### src/include/soc_params.svh
/*
 * SoC configuration constants
 * Bus widths, tick and baud dividers, transmit queue depth
 */

`ifndef SOC_PARAMS_SVH
`define SOC_PARAMS_SVH

// Register bus
`define SOC_ADDR_W 8
`define SOC_DATA_W 32

// System cycles per real-time tick
`define SOC_RTC_DIV 16

// System cycles per UART bit
`define SOC_BAUD_DIV 4

// Transmit queue entries, in bytes
`define SOC_FIFO_DEPTH 4

`endif

### src/design/soc_pkg.sv
/*
 * SoC package
 * AXI4-Lite and register bus structs, register offsets and response codes
 */

`default_nettype none

`include "soc_params.svh"

package soc_pkg;

  // Host side of the AXI4-Lite port
  typedef struct packed {
    logic [`SOC_ADDR_W-1:0]   aw_addr;
    logic                     aw_valid;
    logic [`SOC_DATA_W-1:0]   w_data;
    logic [`SOC_DATA_W/8-1:0] w_strb;
    logic                     w_valid;
    logic                     b_ready;
    logic [`SOC_ADDR_W-1:0]   ar_addr;
    logic                     ar_valid;
    logic                     r_ready;
  } axil_req_t;

  // Slave side of the AXI4-Lite port
  typedef struct packed {
    logic                   aw_ready;
    logic                   w_ready;
    logic                   b_valid;
    logic [1:0]             b_resp;
    logic                   ar_ready;
    logic                   r_valid;
    logic [`SOC_DATA_W-1:0] r_data;
    logic [1:0]             r_resp;
  } axil_rsp_t;

  // Single-cycle register request and its same-cycle answer
  typedef struct packed {
    logic                     valid;
    logic                     write;
    logic [`SOC_ADDR_W-1:0]   addr;
    logic [`SOC_DATA_W-1:0]   wdata;
    logic [`SOC_DATA_W/8-1:0] wstrb;
  } reg_req_t;

  typedef struct packed {
    logic [`SOC_DATA_W-1:0] rdata;
    logic                   error;
  } reg_rsp_t;

  localparam logic [`SOC_ADDR_W-1:0] REG_SCRATCH = `SOC_ADDR_W'('h00);
  localparam logic [`SOC_ADDR_W-1:0] REG_RTC     = `SOC_ADDR_W'('h04);
  localparam logic [`SOC_ADDR_W-1:0] REG_UART_TX = `SOC_ADDR_W'('h08);
  localparam logic [`SOC_ADDR_W-1:0] REG_STATUS  = `SOC_ADDR_W'('h0C);

  localparam logic [1:0] RESP_OKAY   = 2'b00;
  localparam logic [1:0] RESP_SLVERR = 2'b10;

endpackage

`default_nettype wire

### src/design/axil_reg_bridge.sv
/*
 * AXI4-Lite to register bridge
 * Accepts one transaction at a time, issues a single-cycle register
 * request and holds the registered response until the host takes it
 */

`default_nettype none

`include "soc_params.svh"

module axil_reg_bridge import soc_pkg::*; (
  input  logic      clk_i,
  input  logic      reset_i,
  input  axil_req_t axil_req_i,
  output axil_rsp_t axil_rsp_o,
  output reg_req_t  reg_req_o,
  input  reg_rsp_t  reg_rsp_i
);

  typedef enum logic {
    ST_IDLE,
    ST_RESP
  } state_e;

  state_e                 state_q;
  logic                   is_read_q;
  logic [1:0]             resp_q;
  logic [`SOC_DATA_W-1:0] rdata_q;

  logic accept_rd;
  logic accept_wr;
  logic resp_done;

  //////////////////////////////////////////////////////////////////////
  // Acceptance

  // Read has priority, write needs address and data together
  assign accept_rd = (state_q == ST_IDLE) && axil_req_i.ar_valid;
  assign accept_wr = (state_q == ST_IDLE) && !axil_req_i.ar_valid &&
                     axil_req_i.aw_valid && axil_req_i.w_valid;

  assign resp_done = (state_q == ST_RESP) &&
                     (is_read_q ? axil_req_i.r_ready : axil_req_i.b_ready);

  always_ff @(posedge clk_i) begin
    if (reset_i) begin
      state_q   <= ST_IDLE;
      is_read_q <= 1'b0;
    end else begin
      case (state_q)
        ST_IDLE: begin
          if (accept_rd || accept_wr) begin
            state_q   <= ST_RESP;
            is_read_q <= accept_rd;
          end
        end
        ST_RESP: begin
          if (resp_done) begin
            state_q <= ST_IDLE;
          end
        end
      endcase
    end
  end

  // Capture the register answer in the accept cycle
  always_ff @(posedge clk_i) begin
    if (accept_rd || accept_wr) begin
      rdata_q <= reg_rsp_i.rdata;
      resp_q  <= reg_rsp_i.error ? RESP_SLVERR : RESP_OKAY;
    end
  end

  //////////////////////////////////////////////////////////////////////
  // Register request

  always_comb begin
    reg_req_o.valid = accept_rd || accept_wr;
    reg_req_o.write = accept_wr;
    reg_req_o.addr  = accept_rd ? axil_req_i.ar_addr : axil_req_i.aw_addr;
    reg_req_o.wdata = axil_req_i.w_data;
    reg_req_o.wstrb = axil_req_i.w_strb;
  end

  //////////////////////////////////////////////////////////////////////
  // Host response

  always_comb begin
    axil_rsp_o.aw_ready = accept_wr;
    axil_rsp_o.w_ready  = accept_wr;
    axil_rsp_o.ar_ready = accept_rd;
    // Held response drives the channel it belongs to
    axil_rsp_o.b_valid  = (state_q == ST_RESP) && !is_read_q;
    axil_rsp_o.b_resp   = resp_q;
    axil_rsp_o.r_valid  = (state_q == ST_RESP) && is_read_q;
    axil_rsp_o.r_data   = rdata_q;
    axil_rsp_o.r_resp   = resp_q;
  end

endmodule

`default_nettype wire

### src/design/soc_regs.sv
/*
 * SoC register block
 * Scratch register, real-time counter, UART transmit push and status
 */

`default_nettype none

`include "soc_params.svh"

module soc_regs import soc_pkg::*; (
  input  logic       clk_i,
  input  logic       reset_i,
  input  reg_req_t   reg_req_i,
  output reg_rsp_t   reg_rsp_o,
  output logic       push_o,
  output logic [7:0] push_data_o,
  input  logic       fifo_full_i,
  input  logic       fifo_empty_i,
  input  logic       tx_busy_i
);

  localparam int unsigned DIV_W = $clog2(`SOC_RTC_DIV);

  logic [DIV_W-1:0]       div_q;
  logic                   rtc_tick;
  logic [`SOC_DATA_W-1:0] rtc_q;
  logic [`SOC_DATA_W-1:0] scratch_q;
  logic                   scratch_we;

  //////////////////////////////////////////////////////////////////////
  // Real-time tick and counter

  assign rtc_tick = (div_q == DIV_W'(`SOC_RTC_DIV - 1));

  always_ff @(posedge clk_i) begin
    if (reset_i) begin
      div_q <= '0;
      rtc_q <= '0;
    end else begin
      if (rtc_tick) begin
        div_q <= '0;
        rtc_q <= rtc_q + 1'b1;
      end else begin
        div_q <= div_q + 1'b1;
      end
    end
  end

  //////////////////////////////////////////////////////////////////////
  // Decode

  always_comb begin
    reg_rsp_o.rdata = '0;
    reg_rsp_o.error = 1'b0;
    push_o          = 1'b0;
    scratch_we      = 1'b0;
    case (reg_req_i.addr)
      REG_SCRATCH: begin
        if (reg_req_i.write) begin
          scratch_we = reg_req_i.valid;
        end else begin
          reg_rsp_o.rdata = scratch_q;
        end
      end
      REG_RTC: begin
        if (reg_req_i.write) begin
          reg_rsp_o.error = 1'b1;
        end else begin
          reg_rsp_o.rdata = rtc_q;
        end
      end
      REG_UART_TX: begin
        // Write only, byte dropped when the queue is full
        if (!reg_req_i.write || fifo_full_i) begin
          reg_rsp_o.error = 1'b1;
        end else begin
          push_o = reg_req_i.valid;
        end
      end
      REG_STATUS: begin
        if (reg_req_i.write) begin
          reg_rsp_o.error = 1'b1;
        end else begin
          reg_rsp_o.rdata[2:0] = {tx_busy_i, fifo_empty_i, fifo_full_i};
        end
      end
      default: reg_rsp_o.error = 1'b1;
    endcase
  end

  assign push_data_o = reg_req_i.wdata[7:0];

  // Scratch storage with byte strobes
  always_ff @(posedge clk_i) begin
    if (reset_i) begin
      scratch_q <= '0;
    end else if (scratch_we) begin
      for (int b = 0; b < `SOC_DATA_W / 8; b++) begin
        if (reg_req_i.wstrb[b]) begin
          scratch_q[b*8 +: 8] <= reg_req_i.wdata[b*8 +: 8];
        end
      end
    end
  end

endmodule

`default_nettype wire

### src/design/soc_wrapper.sv
/*
 * SoC top level
 * AXI4-Lite host port in, register block with transmit queue, UART line out
 */

`default_nettype none

module soc_wrapper import soc_pkg::*; (
  input  logic      clk_i,
  input  logic      reset_i,
  input  axil_req_t axil_req_i,
  output axil_rsp_t axil_rsp_o,
  output logic      uart_tx_o
);

  reg_req_t   reg_req;
  reg_rsp_t   reg_rsp;
  logic       push;
  logic [7:0] push_data;
  logic       fifo_full;
  logic       fifo_empty;
  logic [7:0] fifo_data;
  logic       pop;
  logic       tx_busy;

  //////////////////////////////////////////////////////////////////////
  // Host port and registers

  axil_reg_bridge i_bridge (
    .clk_i      ( clk_i      ),
    .reset_i    ( reset_i    ),
    .axil_req_i ( axil_req_i ),
    .axil_rsp_o ( axil_rsp_o ),
    .reg_req_o  ( reg_req    ),
    .reg_rsp_i  ( reg_rsp    )
  );

  soc_regs i_regs (
    .clk_i        ( clk_i      ),
    .reset_i      ( reset_i    ),
    .reg_req_i    ( reg_req    ),
    .reg_rsp_o    ( reg_rsp    ),
    .push_o       ( push       ),
    .push_data_o  ( push_data  ),
    .fifo_full_i  ( fifo_full  ),
    .fifo_empty_i ( fifo_empty ),
    .tx_busy_i    ( tx_busy    )
  );

  //////////////////////////////////////////////////////////////////////
  // Transmit path

  tx_byte_fifo i_tx_fifo (
    .clk_i   ( clk_i      ),
    .reset_i ( reset_i    ),
    .push_i  ( push       ),
    .data_i  ( push_data  ),
    .pop_i   ( pop        ),
    .data_o  ( fifo_data  ),
    .full_o  ( fifo_full  ),
    .empty_o ( fifo_empty )
  );

  uart_tx i_uart_tx (
    .clk_i        ( clk_i      ),
    .reset_i      ( reset_i    ),
    .fifo_empty_i ( fifo_empty ),
    .fifo_data_i  ( fifo_data  ),
    .pop_o        ( pop        ),
    .busy_o       ( tx_busy    ),
    .tx_o         ( uart_tx_o  )
  );

endmodule

`default_nettype wire

### src/design/tx_byte_fifo.sv
/*
 * Transmit byte queue
 * Synchronous circular buffer with full and empty flags
 */

`default_nettype none

`include "soc_params.svh"

module tx_byte_fifo (
  input  logic       clk_i,
  input  logic       reset_i,
  input  logic       push_i,
  input  logic [7:0] data_i,
  input  logic       pop_i,
  output logic [7:0] data_o,
  output logic       full_o,
  output logic       empty_o
);

  localparam int unsigned PTR_W = $clog2(`SOC_FIFO_DEPTH);
  localparam int unsigned CNT_W = $clog2(`SOC_FIFO_DEPTH + 1);

  logic [7:0]       mem_q [`SOC_FIFO_DEPTH];
  logic [PTR_W-1:0] wr_ptr_q;
  logic [PTR_W-1:0] rd_ptr_q;
  logic [CNT_W-1:0] count_q;
  logic             do_push;
  logic             do_pop;

  assign full_o  = (count_q == CNT_W'(`SOC_FIFO_DEPTH));
  assign empty_o = (count_q == '0);
  assign do_push = push_i && !full_o;
  assign do_pop  = pop_i && !empty_o;
  assign data_o  = mem_q[rd_ptr_q];

  always_ff @(posedge clk_i) begin
    if (reset_i) begin
      wr_ptr_q <= '0;
      rd_ptr_q <= '0;
      count_q  <= '0;
    end else begin
      if (do_push) begin
        wr_ptr_q <= (wr_ptr_q == PTR_W'(`SOC_FIFO_DEPTH - 1)) ? '0 : wr_ptr_q + 1'b1;
      end
      if (do_pop) begin
        rd_ptr_q <= (rd_ptr_q == PTR_W'(`SOC_FIFO_DEPTH - 1)) ? '0 : rd_ptr_q + 1'b1;
      end
      // Simultaneous push and pop leave the count unchanged
      if (do_push && !do_pop) begin
        count_q <= count_q + 1'b1;
      end else if (do_pop && !do_push) begin
        count_q <= count_q - 1'b1;
      end
    end
  end

  always_ff @(posedge clk_i) begin
    if (do_push) begin
      mem_q[wr_ptr_q] <= data_i;
    end
  end

endmodule

`default_nettype wire

### src/design/uart_tx.sv
/*
 * UART transmitter, 8N1
 * Pops a byte from the queue when idle and shifts out start, data, stop
 */

`default_nettype none

`include "soc_params.svh"

module uart_tx (
  input  logic       clk_i,
  input  logic       reset_i,
  input  logic       fifo_empty_i,
  input  logic [7:0] fifo_data_i,
  output logic       pop_o,
  output logic       busy_o,
  output logic       tx_o
);

  localparam int unsigned BAUD_W = $clog2(`SOC_BAUD_DIV);

  logic              busy_q;
  logic [BAUD_W-1:0] baud_q;
  logic [3:0]        bit_idx_q;
  logic [9:0]        frame_q;
  logic              bit_end;
  logic              frame_end;

  assign bit_end   = busy_q && (baud_q == BAUD_W'(`SOC_BAUD_DIV - 1));
  assign frame_end = bit_end && (bit_idx_q == 4'd9);

  // Reload straight after the stop bit so frames run back to back
  assign pop_o  = (!busy_q || frame_end) && !fifo_empty_i;
  assign busy_o = busy_q || pop_o;
  assign tx_o   = busy_q ? frame_q[0] : 1'b1;

  always_ff @(posedge clk_i) begin
    if (reset_i) begin
      busy_q    <= 1'b0;
      baud_q    <= '0;
      bit_idx_q <= '0;
    end else begin
      if (pop_o) begin
        busy_q    <= 1'b1;
        baud_q    <= '0;
        bit_idx_q <= '0;
      end else if (frame_end) begin
        busy_q <= 1'b0;
      end else if (bit_end) begin
        baud_q    <= '0;
        bit_idx_q <= bit_idx_q + 1'b1;
      end else if (busy_q) begin
        baud_q <= baud_q + 1'b1;
      end
    end
  end

  //////////////////////////////////////////////////////////////////////
  // Frame shifter, LSB first

  always_ff @(posedge clk_i) begin
    if (pop_o) begin
      frame_q <= {1'b1, fifo_data_i, 1'b0};
    end else if (bit_end) begin
      frame_q <= {1'b1, frame_q[9:1]};
    end
  end

endmodule

`default_nettype wire

### config.mk
export PLATFORM = sky130hd
export DESIGN_NAME = soc_wrapper
export DESIGN_NICKNAME = d
export VERILOG_FILES = /design/src/design/soc_pkg.sv /design/src/design/axil_reg_bridge.sv /design/src/design/soc_regs.sv /design/src/design/soc_wrapper.sv /design/src/design/tx_byte_fifo.sv /design/src/design/uart_tx.sv
export VERILOG_INCLUDE_DIRS = /design/src /design/src/include
export SDC_FILE = /design/constraint.sdc
export NUM_CORES = 1
export LEC_CHECK = 0
export BUFFER_PORTS_ARGS = -buffer_cell sky130_fd_sc_hd__buf_2
export CAP_MARGIN = 20
export CORE_AREA = 10 10 121 166
export DETAILED_ROUTE_END_ITERATION = 10
export DIE_AREA = 0 0 131 176
export PLACE_DENSITY = 0.62
export SLEW_MARGIN = 5
export SYNTH_ARGS = -nofsm -noshare
export SYNTH_HDL_FRONTEND = slang
export SYNTH_SLANG_ARGS = --single-unit
export TNS_END_PERCENT = 10
### constraint.sdc
create_clock -name clk_i -period 5.1 [get_ports clk_i]
set_input_delay 1.02 -clock clk_i [delete_from_list [all_inputs] [get_ports clk_i]]
set_output_delay 1.02 -clock clk_i [all_outputs]
set_load 0.01 [all_outputs]
==> impl_metrics.py, run 1 <==
metrics = {
    "status": {
        "outcome": "finished clean",
    },
    "sta": {
        "fin_crit_ps": 4120,
        "setup_violations": 0,
        "slew_headroom_pct": 31.3,
        "finClkSkew_ps": 9.63,
        "finalHoldViolCount": 0,
        "rsz0062_at_grt": "false",
        "worst_slew_pin_slew_ps": 1030,
        "fin_crit_sh_pct": 80.8,
        "drv_slew": 0,
        "fin_hold_ws_ps": 469,
        "setup_tns_ps": 0,
        "max_freq_mhz": 243,
    },
    "detailed_routing": {
        "drt_pass1_iterations": 4,
        "wirelength_um": 15600,
        "drc": 0,
        "vias_per_cell": 5.10,
        "ant_nets": 0,
        "avgRoutedWirePerCell_um": 16.5,
        "drt_iter0_drc": 293,
        "dr_total_vias": 4800,
    },
    "clocking": {
        "worstSkewPairLatency_ps": 410,
        "cts_buffer_depth": 2,
        "root_buffer": "clkbuf_16",
        "htreeDepth": 4,
        "cts_buffers": 17,
        "clkSinkCount": 160,
        "cts_resized": 0,
        "cts_hold_buf": 0,
        "clk_pin_slew_ps": 60,
        "cts_tree": "yes",
        "cts_setup_buffers": 0,
    },
    "worst_hold_path": {
        "hp-class": "register to register",
    },
    "run": {
        "maxCapViolCount": 0,
    },
    "floorplan": {
        "die_h_um": 176,
        "core_region_area_sq_um": 17200,
        "die-area_sq_um": 23100,
        "rows": 57,
        "die_w_um": 131,
        "top_level_ports": 101,
        "initial_core_util_pct": 39.8,
    },
    "layout": {
        "drive_gt1_share_pct": 21.6,
        "fin_util_pct": 47.3,
        "fill_cells": 1550,
        "mostFrequentLayoutCell": "nor2_1",
        "antenna_cells": 0,
        "fin_nets": 763,
        "final_cell_mix": "nor2_1 (108), buf_2 (98), dfxtp_1 (87)",
        "instances_no_fill": 941,
        "area_growth_pct": 18.7,
    },
    "critical_path": {
        "path_common_cell": "or4_1",
        "crit_end": "i_tx_fifo.count_q[2]$_SDFFE_PP0P_",
        "path_class": "input pin to register",
        "rrSetupSlack_ps": 1410,
        "r2r_cells": 9,
        "worstPathArrival_ps": 4450,
        "cp-end-kind": "register",
        "worstReg2RegStart": "i_bridge.state_q$_SDFF_PP0_",
        "crit_required_ps": 5430,
        "cp_cell_sequence": "buf_2, or4_1, or4_1, a2111oi_4, ha_1, inv_1, fa_1, xor2_1, or3_1, a21oi_1",
        "r2r-end": "i_tx_fifo.count_q[2]$_SDFFE_PP0P_",
        "worstSetupStartpoint": "axil_req_i[3]",
        "slowest_delay_ps": 740,
        "worstSetupStartpointType": "input pin",
        "worst-path-max-fanout": 8,
        "slowest_stage": "or4_1",
    },
    "global_route": {
        "overflow": 0,
        "antenna_found_initial": 0,
        "grt_pass1_vias": 4968,
        "grt_max_degree": 44,
        "grt_use_total_pct": 13.9,
        "grt_pass1_wl_um": 25300,
    },
    "synthesis": {
        "synth_warnings": 0,
        "syn_area_per_cell_sq_um": 11.3,
        "yosysSeqAreaShare_pct": 57.4,
        "ys_types": 42,
        "syn-cell-area_sq_um": 6850,
        "ys_ff_latch": 160,
        "synthArstFlopShare_pct": 0,
        "synth_edf_count": 73,
        "synth_ff_type": "dfxtp_1",
        "postSynthCellCount": 604,
    },
    "placement": {
        "placed_cells": 909,
        "io_buffers": 98,
        "finalWeightedCongestion": 0.773,
        "place_hpwl_um": 11300,
    },
    "power": {
        "p_leak_nw": 2.90,
        "powerDensity_nw_per_um2": 391,
        "ir_drop_v": 0.000183,
    },
}
-- sequential cells by signal, summed over array words and instances (netlist names), named ones only --
| register | cells |
|---|---|
| i_bridge.rdata_q | 32 |
| i_uart_tx.bit_idx_q | 4 |
| i_bridge.state_q | 1 |
| i_uart_tx.baud_q | 2 |
| i_bridge.resp_q | 1 |
| i_tx_fifo.count_q | 3 |
| i_tx_fifo.rd_ptr_q | 2 |
| i_uart_tx.busy_q | 1 |
| i_bridge.is_read_q | 1 |
| i_regs.scratch_q | 32 |
| i_regs.div_q | 4 |
| i_tx_fifo.wr_ptr_q | 2 |
| i_uart_tx.frame_q | 9 |
| i_regs.rtc_q | 32 |
| i_tx_fifo.mem_q | 32 |
-- critical path, delay by kind of cell --
family	cells	cell delay [ps]
simple gates	3	1540
compound gates	2	870
fa+ha+maj	2	680
buf+inv	2	170
xor+xnor	1	170
-- stage by stage --
stage	total power [mW]	setup WS [ps]	area, sq um
4_1_cts	3.21	974	8130
6_report	3.18	981	8130
2_1_floorplan	1.80	1190	6850
3_3_place_gp	1.91	726	7530
3_5_place_dp	1.93	563	7530
5_1_grt	3.32	835	8130
-- power by group --
group          leakage [nW]  switching, mW  total (mW)  internal (mW)
clock network         0.296          0.484        1.28          0.795
logic                  1.20          0.218       0.385          0.166
registers              1.40         0.0689        1.51           1.45
-- synth_stat cells, types with 3 or more instances --
| master | n | area, sq um |
|---|---|---|
| a21oi_1 | 17 | 85.1 |
| mux2i_1 | 42 | 420 |
| nor4_1 | 14 | 87.6 |
| buf_4 | 6 | 45.0 |
| edfxtp_1 | 73 | 2190 |
| mux2_2 | 4 | 45.0 |
| xor2_1 | 9 | 78.8 |
| o21ai_0 | 15 | 75.1 |
| ha_1 | 11 | 138 |
| inv_1 | 14 | 52.6 |
| a2111oi_4 | 5 | 138 |
| xnor2_1 | 22 | 193 |
| and4_1 | 7 | 61.3 |
| nand3_1 | 12 | 60.1 |
| nor3_1 | 4 | 20.0 |
| clkbuf_1 | 26 | 97.6 |
| a211oi_1 | 3 | 22.5 |
| or4_1 | 3 | 22.5 |
| buf_2 | 3 | 15.0 |
| and2_1 | 6 | 37.5 |
| nor3b_1 | 3 | 22.5 |
| or3_1 | 5 | 31.3 |
| a22oi_1 | 31 | 233 |
| nand4_1 | 9 | 56.3 |
| and3_1 | 3 | 18.8 |
| nor2_1 | 108 | 405 |
| dfxtp_1 | 87 | 1740 |
| mux4_2 | 8 | 180 |
| nand2_1 | 39 | 146 |
| nand2b_1 | 3 | 18.8 |
-- per-layer routing --
metal,global-route usage [%],routed length [um]
met1,14.8,6160
met2,25.4,8630
met3,3.57,482
met4,5.16,282
met5,0,0
-- cells by family (layout without fill, tap and decap cells) --
family	Yosys count	after routing	synth area share, %
fa+ha+maj	12	12	2.30
xor+xnor	31	31	3.96
flops	160	160	57.4
compound gates	75	75	8.59
simple gates	221	221	15.0
buf+inv	50	150	3.23
mux	54	54	9.43
other cells	1	2	0.0548
-- worst min-delay path by stage --
stage | start | depth (start not counted) | to | slack [ps]
final | i_uart_tx.frame_q[0]$_SDFFE_PN0N_ | 2 | i_uart_tx.frame_q[0]$_SDFFE_PN0N_ | 470
after global routing | i_uart_tx.frame_q[0]$_SDFFE_PN0N_ | 2 | i_uart_tx.frame_q[0]$_SDFFE_PN0N_ | 470
after floorplan | i_uart_tx.frame_q[0]$_SDFFE_PN0N_ | 2 | i_uart_tx.frame_q[0]$_SDFFE_PN0N_ | 430
after global placement | i_uart_tx.frame_q[0]$_SDFFE_PN0N_ | 2 | i_uart_tx.frame_q[0]$_SDFFE_PN0N_ | 440
after CTS | i_uart_tx.frame_q[0]$_SDFFE_PN0N_ | 2 | i_uart_tx.frame_q[0]$_SDFFE_PN0N_ | 460
after detailed placement | i_uart_tx.frame_q[0]$_SDFFE_PN0N_ | 2 | i_uart_tx.frame_q[0]$_SDFFE_PN0N_ | 450
-- area by class of cell --
| class | count | area [sq um] | area share (%) |
|---|---|---|---|
| Sequential cell | 160 | 3930 | 48.4 |
| Multi-Input combinational cell | 395 | 2720 | 33.4 |
| Timing Repair Buffer | 104 | 536 | 6.59 |
| Clock buffer | 22 | 464 | 5.71 |
| Tap cell | 236 | 295 | 3.63 |
| Clock inverter | 10 | 134 | 1.65 |
| Inverter | 14 | 52.6 | 0.646 |
(Power assumes the default switching activity.)
==> run 2: changes to the inputs <==
==> constraint.sdc (replaced) <==
create_clock -name clk_i -period 3.9 [get_ports clk_i]
set_input_delay 0.78 -clock clk_i [delete_from_list [all_inputs] [get_ports clk_i]]
set_output_delay 0.78 -clock clk_i [all_outputs]
set_load 0.01 [all_outputs]
==> impl_metrics.py, run 2 (same netlist as run 1, synthesis figures left out) <==
metrics = {
    "power": {
        "p_leak_nw": 2.94,
        "swShare_pct": 24.7,
        "clkPwrFrac_pct": 41.4,
        "p_comb_share_pct": 12.0,
        "powerDensity_nw_per_um2": 515,
        "seq_power_share_pct": 46.6,
        "ir_drop_v": 0.000282,
        "p_sw_mw": 1.05,
        "internal_power_mw": 3.20,
    },
    "sta": {
        "worst_slew_pin_slew_ps": 839,
        "max_freq_mhz": 310,
        "fin_crit_sh_pct": 82.8,
        "fin_crit_ps": 3230,
        "finClkSkew_ps": 6.60,
        "setup_violations": 0,
        "finalHoldViolCount": 0,
        "rsz0062_at_grt": "false",
        "setup_tns_ps": 0,
        "fin_hold_ws_ps": 463,
        "drv_slew": 0,
        "slew_headroom_pct": 44.1,
    },
    "global_route": {
        "grt_use_total_pct": 13.8,
        "overflow": 0,
        "antenna_found_initial": 0,
        "grt_pass1_vias": 5084,
        "grt_max_degree": 42,
        "grt_pass1_wl_um": 25500,
    },
    "layout": {
        "antenna_cells": 0,
        "fill_cells": 1557,
        "drive_gt1_share_pct": 22.7,
        "mostFrequentLayoutCell": "nor2_1",
        "area_growth_pct": 20.3,
        "final_cell_mix": "nor2_1 (108), buf_2 (98), dfxtp_1 (87)",
        "fin_nets": 771,
    },
    "clocking": {
        "cts_setup_buffers": 0,
        "cts_hold_buf": 0,
        "clk_pin_slew_ps": 60,
        "worstSkewPairLatency_ps": 420,
        "root_buffer": "clkbuf_16",
        "clkSinkCount": 160,
        "cts_tree": "yes",
        "htreeDepth": 4,
        "cts_buffers": 17,
        "cts_buffer_depth": 2,
        "cts_resized": 0,
    },
    "placement": {
        "finalWeightedCongestion": 0.761,
        "io_buffers": 98,
        "place_hpwl_um": 11200,
    },
    "detailed_routing": {
        "avgRoutedWirePerCell_um": 16.4,
        "drt_iter0_drc": 213,
        "drt_pass1_iterations": 4,
        "drc": 0,
        "vias_per_cell": 5.07,
        "ant_nets": 0,
        "wirelength_um": 15600,
        "dr_total_vias": 4816,
    },
    "critical_path": {
        "worstPathArrival_ps": 3560,
        "path_class": "input pin to register",
        "cp_cell_sequence": "buf_2, or4_1, or4_1, a2111oi_4, ha_1, inv_1, fa_1, xor2_1, or3_1, a21oi_1",
        "worstReg2RegStart": "i_bridge.state_q$_SDFF_PP0_",
        "r2r_cells": 9,
        "path_common_cell": "or4_1",
        "r2r-end": "i_tx_fifo.count_q[2]$_SDFFE_PP0P_",
        "slowest_delay_ps": 490,
        "crit_required_ps": 4240,
        "rrSetupSlack_ps": 1060,
        "worst-path-max-fanout": 2,
        "worstSetupStartpointType": "input pin",
        "cp-end-kind": "register",
        "slowest_stage": "or4_1",
    },
    "floorplan": {
        "rows": 57,
        "die_h_um": 176,
        "top_level_ports": 101,
        "core_region_area_sq_um": 17200,
        "die_w_um": 131,
        "initial_core_util_pct": 39.8,
        "die-area_sq_um": 23100,
    },
    "run": {
        "maxCapViolCount": 0,
    },
    "worst_hold_path": {
        "hp-class": "register to register",
        "min_path_cells": 2,
        "whs_endpoint": "i_uart_tx.frame_q[0]$_SDFFE_PN0N_",
        "min-delay-start": "i_uart_tx.frame_q[0]$_SDFFE_PN0N_",
    },
    "status": {
        "outcome": "finished clean",
    },
}
==> run 2: changes by cell type in the layout (fill, tap and decap cells not counted), sizes merged <==
cell,change
buf,+8
clkinv,-4
clkinvlp,+3
inv,+1
==> run 2: final cells by class <==
cell class	count	area, sq um	share of cell area, %
Timing Repair Buffer	112	608	7.38
Multi-Input combinational cell	395	2720	33.0
Tap cell	236	295	3.58
Clock buffer	22	485	5.89
Sequential cell	160	3930	47.7
Inverter	14	52.6	0.638
Clock inverter	10	148	1.79
==> run 2: power groups by stage <==
| stage | Clock [mW] | Combinational, mW | Sequential, mW |
|---|---|---|---|
| 2_1_floorplan | 0 | 0.376 | 1.98 |
| 3_3_place_gp | 0 | 0.491 | 2.01 |
| 3_5_place_dp | 0 | 0.514 | 2.02 |
| 4_1_cts | 1.79 | 0.520 | 1.98 |
| 5_1_grt | 1.85 | 0.568 | 2.00 |
| 6_report | 1.76 | 0.511 | 1.98 |
==> run 2: worst max-delay path: cells and delay by family <==
kind / cells / cell delay (ps)
compound gates: 2 / 560
simple gates: 3 / 1300
fa+ha+maj: 2 / 610
buf+inv: 2 / 160
xor+xnor: 1 / 160
==> run 2: stage by stage <==
stage               setup slack (ps)  power (mW)  util (%)  area [sq um]  instances
global placement                 333        2.50      44.3          7610        917
detailed placement               249        2.53      44.3          7610        917
global route                     521        4.42      47.9          8240        949
CTS                              678        4.29      47.9          8240        949
finish                           672        4.25      47.9          8240        949
floorplan                        230        2.36         -          6850        605
==> run 2: worst max path at each step <==
stage                             start                                 to  cells past startpoint
after floorplan           axil_req_i[3]  i_tx_fifo.count_q[2]$_SDFFE_PP0P_                     10
after global placement    axil_req_i[3]  i_tx_fifo.count_q[2]$_SDFFE_PP0P_                     10
after detailed placement  axil_req_i[3]  i_tx_fifo.count_q[2]$_SDFFE_PP0P_                     10
after CTS                 axil_req_i[3]  i_tx_fifo.count_q[2]$_SDFFE_PP0P_                     10
after global routing      axil_req_i[3]  i_tx_fifo.count_q[2]$_SDFFE_PP0P_                     10
final                     axil_req_i[3]  i_tx_fifo.count_q[2]$_SDFFE_PP0P_                     10
==> run 2: routing by layer <==
metal | up-vias | share of wire (%) | global-route usage (%)
li1 | 2350 | - | -
met1 | 2363 | 40 | 15.4
met2 | 84 | 55 | 25.4
met3 | 19 | 2.7 | 2.55
met4 | 0 | 1.6 | 4.93
met5 | - | 0 | 0
